[src/design/eeprom_pkg.sv]
package eeprom_pkg;

    localparam int ADDR_W = 11;    // 2 KB part, block bits are addr[10:8]
    localparam int DATA_W = 8;

    localparam int CMD_DEPTH = 4;
    localparam int RSP_DEPTH = 4;

    // two-wire timing, in CLK cycles
    localparam int SCL_HALF  = 4;
    localparam int SCL_CNT_W = $clog2(2 * SCL_HALF);

    // positions inside one bit slot
    localparam logic [SCL_CNT_W-1:0] SCL_RISE     = SCL_CNT_W'(SCL_HALF);
    localparam logic [SCL_CNT_W-1:0] SCL_LOW_MID  = SCL_CNT_W'(SCL_HALF / 2);
    localparam logic [SCL_CNT_W-1:0] SCL_HIGH_MID = SCL_CNT_W'(SCL_HALF + SCL_HALF / 2);
    localparam logic [SCL_CNT_W-1:0] SCL_LAST     = SCL_CNT_W'(2 * SCL_HALF - 1);

    localparam logic [3:0] DEV_CODE = 4'b1010;    // fixed control byte nibble

    // apb byte offsets
    localparam logic [3:0] REG_WDATA  = 4'h0;
    localparam logic [3:0] REG_CMD    = 4'h4;
    localparam logic [3:0] REG_RDATA  = 4'h8;
    localparam logic [3:0] REG_STATUS = 4'hC;

    localparam int CMD_RD_BIT = 16;    // read flag inside a REG_CMD write

    // one queued transfer
    typedef struct packed {
        logic              rd;
        logic [ADDR_W-1:0] addr;
        logic [DATA_W-1:0] wdata;
    } eeprom_cmd_t;

endpackage

[src/design/eeprom_fifo.sv]
`timescale 1ns/100ps

module eeprom_fifo #(
    parameter type payload_t = logic [7:0],
    parameter int  DEPTH     = 4
) (
    input  logic     CLK,
    input  logic     RESET,
    input  logic     push,
    input  payload_t push_data,
    output logic     full,
    input  logic     pop,
    output payload_t pop_data,
    output logic     empty
);

    localparam int PTR_W = (DEPTH > 1) ? $clog2(DEPTH) : 1;
    localparam int CNT_W = $clog2(DEPTH + 1);

    payload_t         mem [DEPTH];
    logic [PTR_W-1:0] wr_ptr;
    logic [PTR_W-1:0] rd_ptr;
    logic [CNT_W-1:0] count;
    logic             do_push;
    logic             do_pop;

    function automatic logic [PTR_W-1:0] next_ptr(input logic [PTR_W-1:0] ptr);
        if (ptr == PTR_W'(DEPTH - 1))
            return '0;
        return ptr + 1'b1;
    endfunction

    assign do_push  = push && !full;    // push while full is dropped
    assign do_pop   = pop && !empty;
    assign full     = (count == CNT_W'(DEPTH));
    assign empty    = (count == '0);
    assign pop_data = mem[rd_ptr];

    always_ff @(posedge CLK)
    begin
        if (RESET)
        begin
            wr_ptr <= '0;
            rd_ptr <= '0;
            count  <= '0;
        end
        else
        begin
            if (do_push)
                wr_ptr <= next_ptr(wr_ptr);
            if (do_pop)
                rd_ptr <= next_ptr(rd_ptr);
            case ({do_push, do_pop})
                2'b10:   count <= count + 1'b1;
                2'b01:   count <= count - 1'b1;
                default: count <= count;    // none, or both at once
            endcase
        end
    end

    always_ff @(posedge CLK)
    begin
        if (do_push)
            mem[wr_ptr] <= push_data;
    end

endmodule

[src/design/eeprom_apb_regs.sv]
`timescale 1ns/100ps

module eeprom_apb_regs (
    input  logic                          CLK,
    input  logic                          RESET,
    input  logic                          psel,
    input  logic                          penable,
    input  logic                          pwrite,
    input  logic [3:0]                    paddr,
    input  logic [31:0]                   pwdata,
    output logic [31:0]                   prdata,
    output logic                          pready,
    output logic                          pslverr,
    output logic                          cmd_push,
    output eeprom_pkg::eeprom_cmd_t       cmd_data,
    input  logic                          cmd_full,
    output logic                          rsp_pop,
    input  logic [eeprom_pkg::DATA_W-1:0] rsp_data,
    input  logic                          rsp_empty,
    input  logic                          busy,
    input  logic                          nack
);

    logic                          access;
    logic                          wr_wdata;
    logic                          wr_cmd;
    logic                          rd_rdata;
    logic                          rd_status;
    logic [eeprom_pkg::DATA_W-1:0] wdata_q;
    logic                          nack_q;

    // apb access phase decode
    assign access    = psel && penable;
    assign wr_wdata  = access && pwrite && (paddr == eeprom_pkg::REG_WDATA);
    assign wr_cmd    = access && pwrite && (paddr == eeprom_pkg::REG_CMD);
    assign rd_rdata  = access && !pwrite && (paddr == eeprom_pkg::REG_RDATA);
    assign rd_status = access && !pwrite && (paddr == eeprom_pkg::REG_STATUS);

    // hold the host until a command slot frees
    assign pready   = !(wr_cmd && cmd_full);
    assign cmd_push = wr_cmd && !cmd_full;

    assign cmd_data.rd    = pwdata[eeprom_pkg::CMD_RD_BIT];
    assign cmd_data.addr  = pwdata[eeprom_pkg::ADDR_W-1:0];
    assign cmd_data.wdata = wdata_q;

    // empty read data fifo is an error, nothing popped
    assign rsp_pop = rd_rdata && !rsp_empty;
    assign pslverr = rd_rdata && rsp_empty;

    always_comb
    begin
        case (paddr)
            eeprom_pkg::REG_WDATA:
                prdata = 32'(wdata_q);
            eeprom_pkg::REG_RDATA:
                prdata = rsp_empty ? 32'd0 : 32'(rsp_data);
            eeprom_pkg::REG_STATUS:
                prdata = 32'({nack_q, !rsp_empty, cmd_full, busy});
            default:
                prdata = 32'd0;
        endcase
    end

    always_ff @(posedge CLK)
    begin
        if (wr_wdata)
            wdata_q <= pwdata[eeprom_pkg::DATA_W-1:0];
    end

    // sticky nack, a new nack wins over the clearing read
    always_ff @(posedge CLK)
    begin
        if (RESET)
            nack_q <= 1'b0;
        else if (nack)
            nack_q <= 1'b1;
        else if (rd_status)
            nack_q <= 1'b0;
    end

endmodule

[src/design/eeprom_serial_ctrl.sv]
`timescale 1ns/100ps

module eeprom_serial_ctrl (
    input  logic                            CLK,
    input  logic                            RESET,
    output logic                            cmd_pop,
    input  eeprom_pkg::eeprom_cmd_t         cmd_data,
    input  logic                            cmd_empty,
    output logic                            rsp_push,
    output logic [eeprom_pkg::DATA_W-1:0]   rsp_data,
    output logic                            busy,
    output logic                            nack,
    output logic                            scl,
    output logic                            sda_drive_low,
    input  logic                            sda_in
);

    typedef enum logic [3:0] {
        ST_IDLE,
        ST_START,
        ST_CTRL_W,
        ST_ADDR,
        ST_DATA,
        ST_RSTART,
        ST_CTRL_R,
        ST_DATA_IN,
        ST_STOP
    } state_t;

    state_t                          state;
    logic [eeprom_pkg::SCL_CNT_W-1:0] cnt;        // position inside one bit slot
    logic [3:0]                      bit_idx;    // 0..7 data bits, 8 ack slot
    logic [eeprom_pkg::DATA_W-1:0]   shreg;
    logic [eeprom_pkg::DATA_W-1:0]   rxreg;
    eeprom_pkg::eeprom_cmd_t         cmd_q;
    logic                            ack_q;
    logic                            rd_ok;
    logic                            slot_end;
    logic                            ack_slot;
    logic                            sample;
    logic                            drive_val;
    logic                            scl_n;
    logic                            sda_n;

    assign slot_end = (cnt == eeprom_pkg::SCL_LAST);
    assign ack_slot = (bit_idx == 4'd8);
    assign sample   = (cnt == eeprom_pkg::SCL_HIGH_MID);
    assign cmd_pop  = (state == ST_IDLE) && !cmd_empty;

    // line levels for the current slot position
    always_comb
    begin
        scl_n     = (cnt >= eeprom_pkg::SCL_RISE);
        drive_val = 1'b0;
        case (state)
            ST_IDLE:
                scl_n = 1'b1;
            ST_START, ST_RSTART:
                drive_val = (cnt >= eeprom_pkg::SCL_HIGH_MID);    // sda falls, scl high
            ST_STOP:
                drive_val = (cnt < eeprom_pkg::SCL_HIGH_MID);     // sda rises, scl high
            ST_CTRL_W, ST_ADDR, ST_DATA, ST_CTRL_R:
                drive_val = !ack_slot && !shreg[eeprom_pkg::DATA_W-1];
            default:
                drive_val = 1'b0;    // data in and master nack leave sda released
        endcase
        if (state == ST_IDLE)
            sda_n = 1'b0;
        else if (cnt < eeprom_pkg::SCL_LOW_MID)
            sda_n = sda_drive_low;    // sda only moves mid low phase
        else
            sda_n = drive_val;
    end

    always_ff @(posedge CLK)
    begin
        if (RESET)
        begin
            state         <= ST_IDLE;
            cnt           <= '0;
            bit_idx       <= '0;
            busy          <= 1'b0;
            rsp_push      <= 1'b0;
            nack          <= 1'b0;
            ack_q         <= 1'b0;
            rd_ok         <= 1'b0;
            scl           <= 1'b1;
            sda_drive_low <= 1'b0;
        end
        else
        begin
            rsp_push      <= 1'b0;
            nack          <= 1'b0;
            scl           <= scl_n;
            sda_drive_low <= sda_n;

            if (state == ST_IDLE || slot_end)
                cnt <= '0;
            else
                cnt <= cnt + 1'b1;

            if (sample && ack_slot)
                ack_q <= !sda_in;

            case (state)
                ST_IDLE:
                    if (cmd_pop)
                    begin
                        busy  <= 1'b1;
                        state <= ST_START;
                    end
                ST_START, ST_RSTART:
                    if (slot_end)
                    begin
                        bit_idx <= '0;
                        state   <= (state == ST_START) ? ST_CTRL_W : ST_CTRL_R;
                    end
                ST_CTRL_W, ST_ADDR, ST_DATA, ST_CTRL_R:
                    if (slot_end)
                    begin
                        bit_idx <= ack_slot ? 4'd0 : bit_idx + 4'd1;
                        if (ack_slot && !ack_q)
                        begin
                            nack  <= 1'b1;    // no ack, give up with a stop
                            state <= ST_STOP;
                        end
                        else if (ack_slot)
                        begin
                            case (state)
                                ST_CTRL_W: state <= ST_ADDR;
                                ST_ADDR:   state <= cmd_q.rd ? ST_RSTART : ST_DATA;
                                ST_CTRL_R: state <= ST_DATA_IN;
                                default:   state <= ST_STOP;
                            endcase
                        end
                    end
                ST_DATA_IN:
                    if (slot_end)
                    begin
                        bit_idx <= ack_slot ? 4'd0 : bit_idx + 4'd1;
                        if (ack_slot)
                        begin
                            rd_ok <= 1'b1;
                            state <= ST_STOP;
                        end
                    end
                ST_STOP:
                    if (slot_end)
                    begin
                        rsp_push <= rd_ok;
                        rd_ok    <= 1'b0;
                        busy     <= 1'b0;
                        state    <= ST_IDLE;
                    end
                default:
                    state <= ST_IDLE;
            endcase
        end
    end

    // shift registers and the latched command
    always_ff @(posedge CLK)
    begin
        if (cmd_pop)
            cmd_q <= cmd_data;
        if (slot_end)
        begin
            case (state)
                ST_START:
                    shreg <= {eeprom_pkg::DEV_CODE, cmd_q.addr[eeprom_pkg::ADDR_W-1:8], 1'b0};
                ST_RSTART:
                    shreg <= {eeprom_pkg::DEV_CODE, cmd_q.addr[eeprom_pkg::ADDR_W-1:8], 1'b1};
                ST_CTRL_W:
                    shreg <= ack_slot ? cmd_q.addr[7:0] : shreg << 1;
                ST_ADDR:
                    shreg <= ack_slot ? cmd_q.wdata : shreg << 1;
                ST_DATA, ST_CTRL_R:
                    shreg <= shreg << 1;
                default:
                    shreg <= shreg;
            endcase
        end
        if (sample && state == ST_DATA_IN && !ack_slot)
            rxreg <= {rxreg[eeprom_pkg::DATA_W-2:0], sda_in};    // msb first
        if (state == ST_STOP && slot_end)
            rsp_data <= rxreg;
    end

endmodule

[src/design/eeprom_subsys.sv]
`timescale 1ns/100ps

module eeprom_subsys (
    input  logic        CLK,
    input  logic        RESET,
    input  logic        psel,
    input  logic        penable,
    input  logic        pwrite,
    input  logic [3:0]  paddr,
    input  logic [31:0] pwdata,
    output logic [31:0] prdata,
    output logic        pready,
    output logic        pslverr,
    output logic        scl,
    output logic        sda_drive_low,
    input  logic        sda_in
);

    eeprom_pkg::eeprom_cmd_t         cmd_in;
    eeprom_pkg::eeprom_cmd_t         cmd_head;
    logic                            cmd_push;
    logic                            cmd_full;
    logic                            cmd_pop;
    logic                            cmd_empty;
    logic [eeprom_pkg::DATA_W-1:0]   rsp_in;
    logic [eeprom_pkg::DATA_W-1:0]   rsp_head;
    logic                            rsp_push;
    logic                            rsp_pop;
    logic                            rsp_empty;
    logic                            busy;
    logic                            nack;

    eeprom_apb_regs u_regs (
        .CLK       (CLK),
        .RESET     (RESET),
        .psel      (psel),
        .penable   (penable),
        .pwrite    (pwrite),
        .paddr     (paddr),
        .pwdata    (pwdata),
        .prdata    (prdata),
        .pready    (pready),
        .pslverr   (pslverr),
        .cmd_push  (cmd_push),
        .cmd_data  (cmd_in),
        .cmd_full  (cmd_full),
        .rsp_pop   (rsp_pop),
        .rsp_data  (rsp_head),
        .rsp_empty (rsp_empty),
        .busy      (busy),
        .nack      (nack)
    );

    eeprom_fifo #(
        .payload_t (eeprom_pkg::eeprom_cmd_t),
        .DEPTH     (eeprom_pkg::CMD_DEPTH)
    ) u_cmd_fifo (
        .CLK       (CLK),
        .RESET     (RESET),
        .push      (cmd_push),
        .push_data (cmd_in),
        .full      (cmd_full),
        .pop       (cmd_pop),
        .pop_data  (cmd_head),
        .empty     (cmd_empty)
    );

    // host keeps this one drained, overflow drops the byte
    eeprom_fifo #(
        .payload_t (logic [eeprom_pkg::DATA_W-1:0]),
        .DEPTH     (eeprom_pkg::RSP_DEPTH)
    ) u_rsp_fifo (
        .CLK       (CLK),
        .RESET     (RESET),
        .push      (rsp_push),
        .push_data (rsp_in),
        .full      (),
        .pop       (rsp_pop),
        .pop_data  (rsp_head),
        .empty     (rsp_empty)
    );

    eeprom_serial_ctrl u_engine (
        .CLK           (CLK),
        .RESET         (RESET),
        .cmd_pop       (cmd_pop),
        .cmd_data      (cmd_head),
        .cmd_empty     (cmd_empty),
        .rsp_push      (rsp_push),
        .rsp_data      (rsp_in),
        .busy          (busy),
        .nack          (nack),
        .scl           (scl),
        .sda_drive_low (sda_drive_low),
        .sda_in        (sda_in)
    );

endmodule

[config.mk]
export PLATFORM = sky130hd
export DESIGN_NAME = eeprom_subsys
export DESIGN_NICKNAME = d
export VERILOG_FILES = /design/src/design/eeprom_pkg.sv /design/src/design/eeprom_fifo.sv /design/src/design/eeprom_apb_regs.sv /design/src/design/eeprom_serial_ctrl.sv /design/src/design/eeprom_subsys.sv
export SDC_FILE = /design/constraint.sdc
export NUM_CORES = 1
export LEC_CHECK = 0
export ABC_CLOCK_PERIOD_IN_PS = 2700
export BUFFER_PORTS_ARGS = -buffer_cell sky130_fd_sc_hd__buf_2
export CAP_MARGIN = 25
export CORE_UTILIZATION = 50
export DETAILED_ROUTE_END_ITERATION = 7
export PLACE_DENSITY = 0.74
export SLEW_MARGIN = 20
export SYNTH_ARGS = -nofsm -noshare
export SYNTH_HDL_FRONTEND = slang
export SYNTH_SLANG_ARGS = --single-unit
[constraint.sdc]
create_clock -name CLK -period 2.7 [get_ports CLK]
set_input_delay 0 -clock CLK [delete_from_list [all_inputs] [get_ports CLK]]
set_output_delay 0 -clock CLK [all_outputs]
set_load 0.02 [all_outputs]
==> reports/results.txt <==
Status = finished clean
Adder-cell share of the synthesized area = 2.97%
Fmax = 0.406 GHz
Cell repeated most along the worst path = inv_1
Fillers = 1204
Worst path max stage delay = 480 ps
# IOs = 78
Vias in the first global route = 4407
Share of cells above drive strength 1 = 20.3%
DP HPWL = 9280 um
CTS tree = built
Power per cell area = 786 nW/um^2
Grt total ovfl = 0
Longest Clk Path Bufs = 2
Mux contribution to synthesized area = 8.56%
Die area = 16700 um^2
Ys Warns = 0
TritonCTS Sinks = 199
Worst reg-to-reg setup slack = 240 ps
Commonest non-fill, non-tap cells in the layout = edfxtp_1, dfxtp_1, buf_2
Clk root buf = clkbuf_16
All-Layer GR Usage = 18.9%
Starting Density = 51.2%
Core Util, Final = 58.3%
P&R area growth vs syn = 13.9%
FF/Latch Area = 5630 um^2
CP max stage cell = nor4_4
Final Setup Violations = 0
Worst r2r dst = u_cmd_fifo.count[2]
Vias = 4485
Worst hold path type = primary input to register
Worst Setup End Kind = register
Peak supply drop = 0.000509 V
Footprint of the multi-input gates = 2200 um^2
Worst-path clk slew = 70 ps
Hold EP = u_cmd_fifo.wr_ptr[0]
Synth Area in Simple Gates = 8.13%
Async set-reset flop share out of synthesis = 0%
Synth Flop Type = edfxtp_1
Total wire length = 14400 um
RSZ-0062 raised after global routing = false
Max_cap viols = 0
DRC viols = 0
Worst Tran Pin Value = 595 ps
Worst hold start = RESET
Yosys reg bits = 199
DIE HEIGHT = 129 um
Commonest non-fill, non-tap cell in the layout = edfxtp_1
Final Hold Fails = 0
R2R Path Start = u_engine.state[0]
Cts repair resizes = 0
Setup TNS = 0 ps
First-pass GRT wire length = 22900 um
Hold buffer count at cts = 15
Final net count = 643
Post-DP Area = 8490 um^2
Routability Congestion = 0.899
First-pass DRT Iterations = 7
CP Class = register to register
Tcrit/Tclk final = 91.2%
Critical path required time = 3060 ps
Largest family of logic cells by synthesized area = multiplexers
Antenna-violating nets left = 0
Slew HR = 60.3%
IO buf count = 33
Finished Cell Area = 9230 um^2
Ant diodes = 0
# rows = 46
CTS buffer count = 17
Layout Skew = 9.32 ps
Die width = 129 um
Hold path depth = 2
Critical path peak fanout = 7
Synthesized-area fraction occupied by xor and xnor cells = 0.865%
Core area = 15800 um^2
H-tree depth = 4
Post-CTS setup buffers = 0
CP cell instances = nor4_4, nand2b_2, inv_1, ha_1, inv_1, fa_1, xor2_1, or3_1, a21oi_1
Pins Over Slew Limit = 0
Cells after synthesis = 516
Largest net degree at the start of global routing = 32
Syn Std Cell Area = 8100 um^2
Synth unique cells = 54
Number of flops mapped to enable cells by yosys = 164
Leak = 3.14 nW
Syn avg cell area = 15.7 um^2
CP Launch Type = register
Min cycle time layout = 2460 ps
R2R cell count = 9
DRT iter0 DRCs = 506
Routed wire per std cell = 17.8 um
Worst skew pair latency = 440 ps
Crit path DAT = 2820 ps
Antenna violations before repair = 0
Sequential fraction of the synthesis area = 69.5%
DR vias/cell = 5.52
Compound-Gate Fraction of Synth Area = 5.59%
-- worst max-delay path by stage --
stage	start	end	slack, ps	cells after the start
floorplan	u_engine.state[0]	u_cmd_fifo.count[2]	30	9
global placement	u_engine.state[0]	u_cmd_fifo.count[2]	400	9
detailed placement	u_engine.state[0]	u_cmd_fifo.count[2]	260	9
CTS	u_engine.state[0]	u_cmd_fifo.count[2]	230	9
global route	u_engine.state[0]	u_cmd_fifo.count[2]	70	9
finish	u_engine.state[0]	u_cmd_fifo.count[2]	240	9
-- kinds of logic (layout without fill, tap and decap cells) --
family	Yosys count	in the layout
muxes	34	34
buffers and inverters	67	124
AOI/OAI and AO/OA	72	72
and+or+nand+nor	117	117
other	1	24
xor gates and xnor gates	8	8
adders and majority gates	18	18
DFF	199	199
-- state kept, by name (all words and copies together) (netlist names), 2 cells and up, named ones only --
| name | cells |
|---|---|
| u_regs.wdata_q | 8 |
| u_engine.rsp_data | 8 |
| u_cmd_fifo.mem | 80 |
| u_rsp_fifo.rd_ptr | 2 |
| u_rsp_fifo.wr_ptr | 2 |
| u_engine.rxreg | 8 |
| u_rsp_fifo.count | 3 |
| u_cmd_fifo.count | 3 |
| u_engine.cnt | 3 |
| u_engine.bit_idx | 4 |
| u_cmd_fifo.wr_ptr | 2 |
| u_engine.shreg | 8 |
| u_engine.state | 4 |
| u_rsp_fifo.mem | 32 |
| u_cmd_fifo.rd_ptr | 2 |
| u_engine.cmd_q | 20 |
-- critical path, delay by kind of cell (launching register included) --
family                   cells  cell delay [ps]
flip-flops                   1              340
adder cells (fa/ha/maj)      2              580
buffers and inverters        2              180
AND/OR/NAND/NOR              3              970
XOR/XNOR                     1              170
AO/OA/AOI/OAI                1              140
-- synth_stat cells (all sizes together) (2+ instances only) --
master	number	share of area, %
edfxtp	164	61
dfxtp	35	8.7
buf	32	2.8
nor2	29	1.3
mux4	28	7.8
inv	27	1.3
nand2	26	1.2
a21oi	22	1.4
o21ai	19	1.2
ha	16	2.5
and2	11	0.85
nor3	9	0.56
a22oi	8	0.74
clkbuf	8	0.37
and3	6	0.46
nor4	6	0.91
xor2	6	0.65
or3	5	0.39
mux2i	4	0.49
nand2b	4	0.53
nand3	4	0.25
nand3b	4	0.37
nor3b	3	0.34
o21a	3	0.28
o31ai	3	0.28
a211oi	2	0.19
a21o	2	0.19
a221o	2	0.26
a222oi	2	0.25
a31oi	2	0.15
fa	2	0.49
mux2	2	0.28
nand4	2	0.15
nand4b	2	0.22
nor2b	2	0.15
nor4b	2	0.22
or4	2	0.19
xnor2	2	0.22
-- layer usage --
metal	track usage (%)	wire, um	up-vias	share of wire (%)
met4	8.37	309	0	2.1
met3	4.05	678	25	4.7
met2	31.8	7480	156	52
li1	-	-	2049	-
met1	23.7	5960	2255	41
met5	0	0	-	0
-- cell type report --
type | instances | area share (%)
clock buffers | 17 | 4.61
clock inverters | 15 | 1.68
inverters | 27 | 1.10
multi-input cells | 273 | 23.9
flip-flops and latches | 199 | 61.0
well taps | 216 | 2.93
repair buffers | 65 | 4.80
-- report_power, final --
group | internal (mW) | total [mW] | switching, mW
clock network | 1.24 | 2.43 | 1.20
logic | 0.487 | 1.16 | 0.669
registers | 3.58 | 3.66 | 0.0858
-- metrics by stage --
stage	setup WS (ps)	std cells	total power [mW]	hold WS, ps
after global routing	70.1	812	7.52	62.8
final	238	812	7.25	57.1
after floorplan	30.4	539	4.58	89.5
after global placement	399	765	4.82	209
after detailed placement	264	765	4.88	219
after CTS	233	812	7.30	40.1
Note: power is estimated with default switching activity, not from simulation.
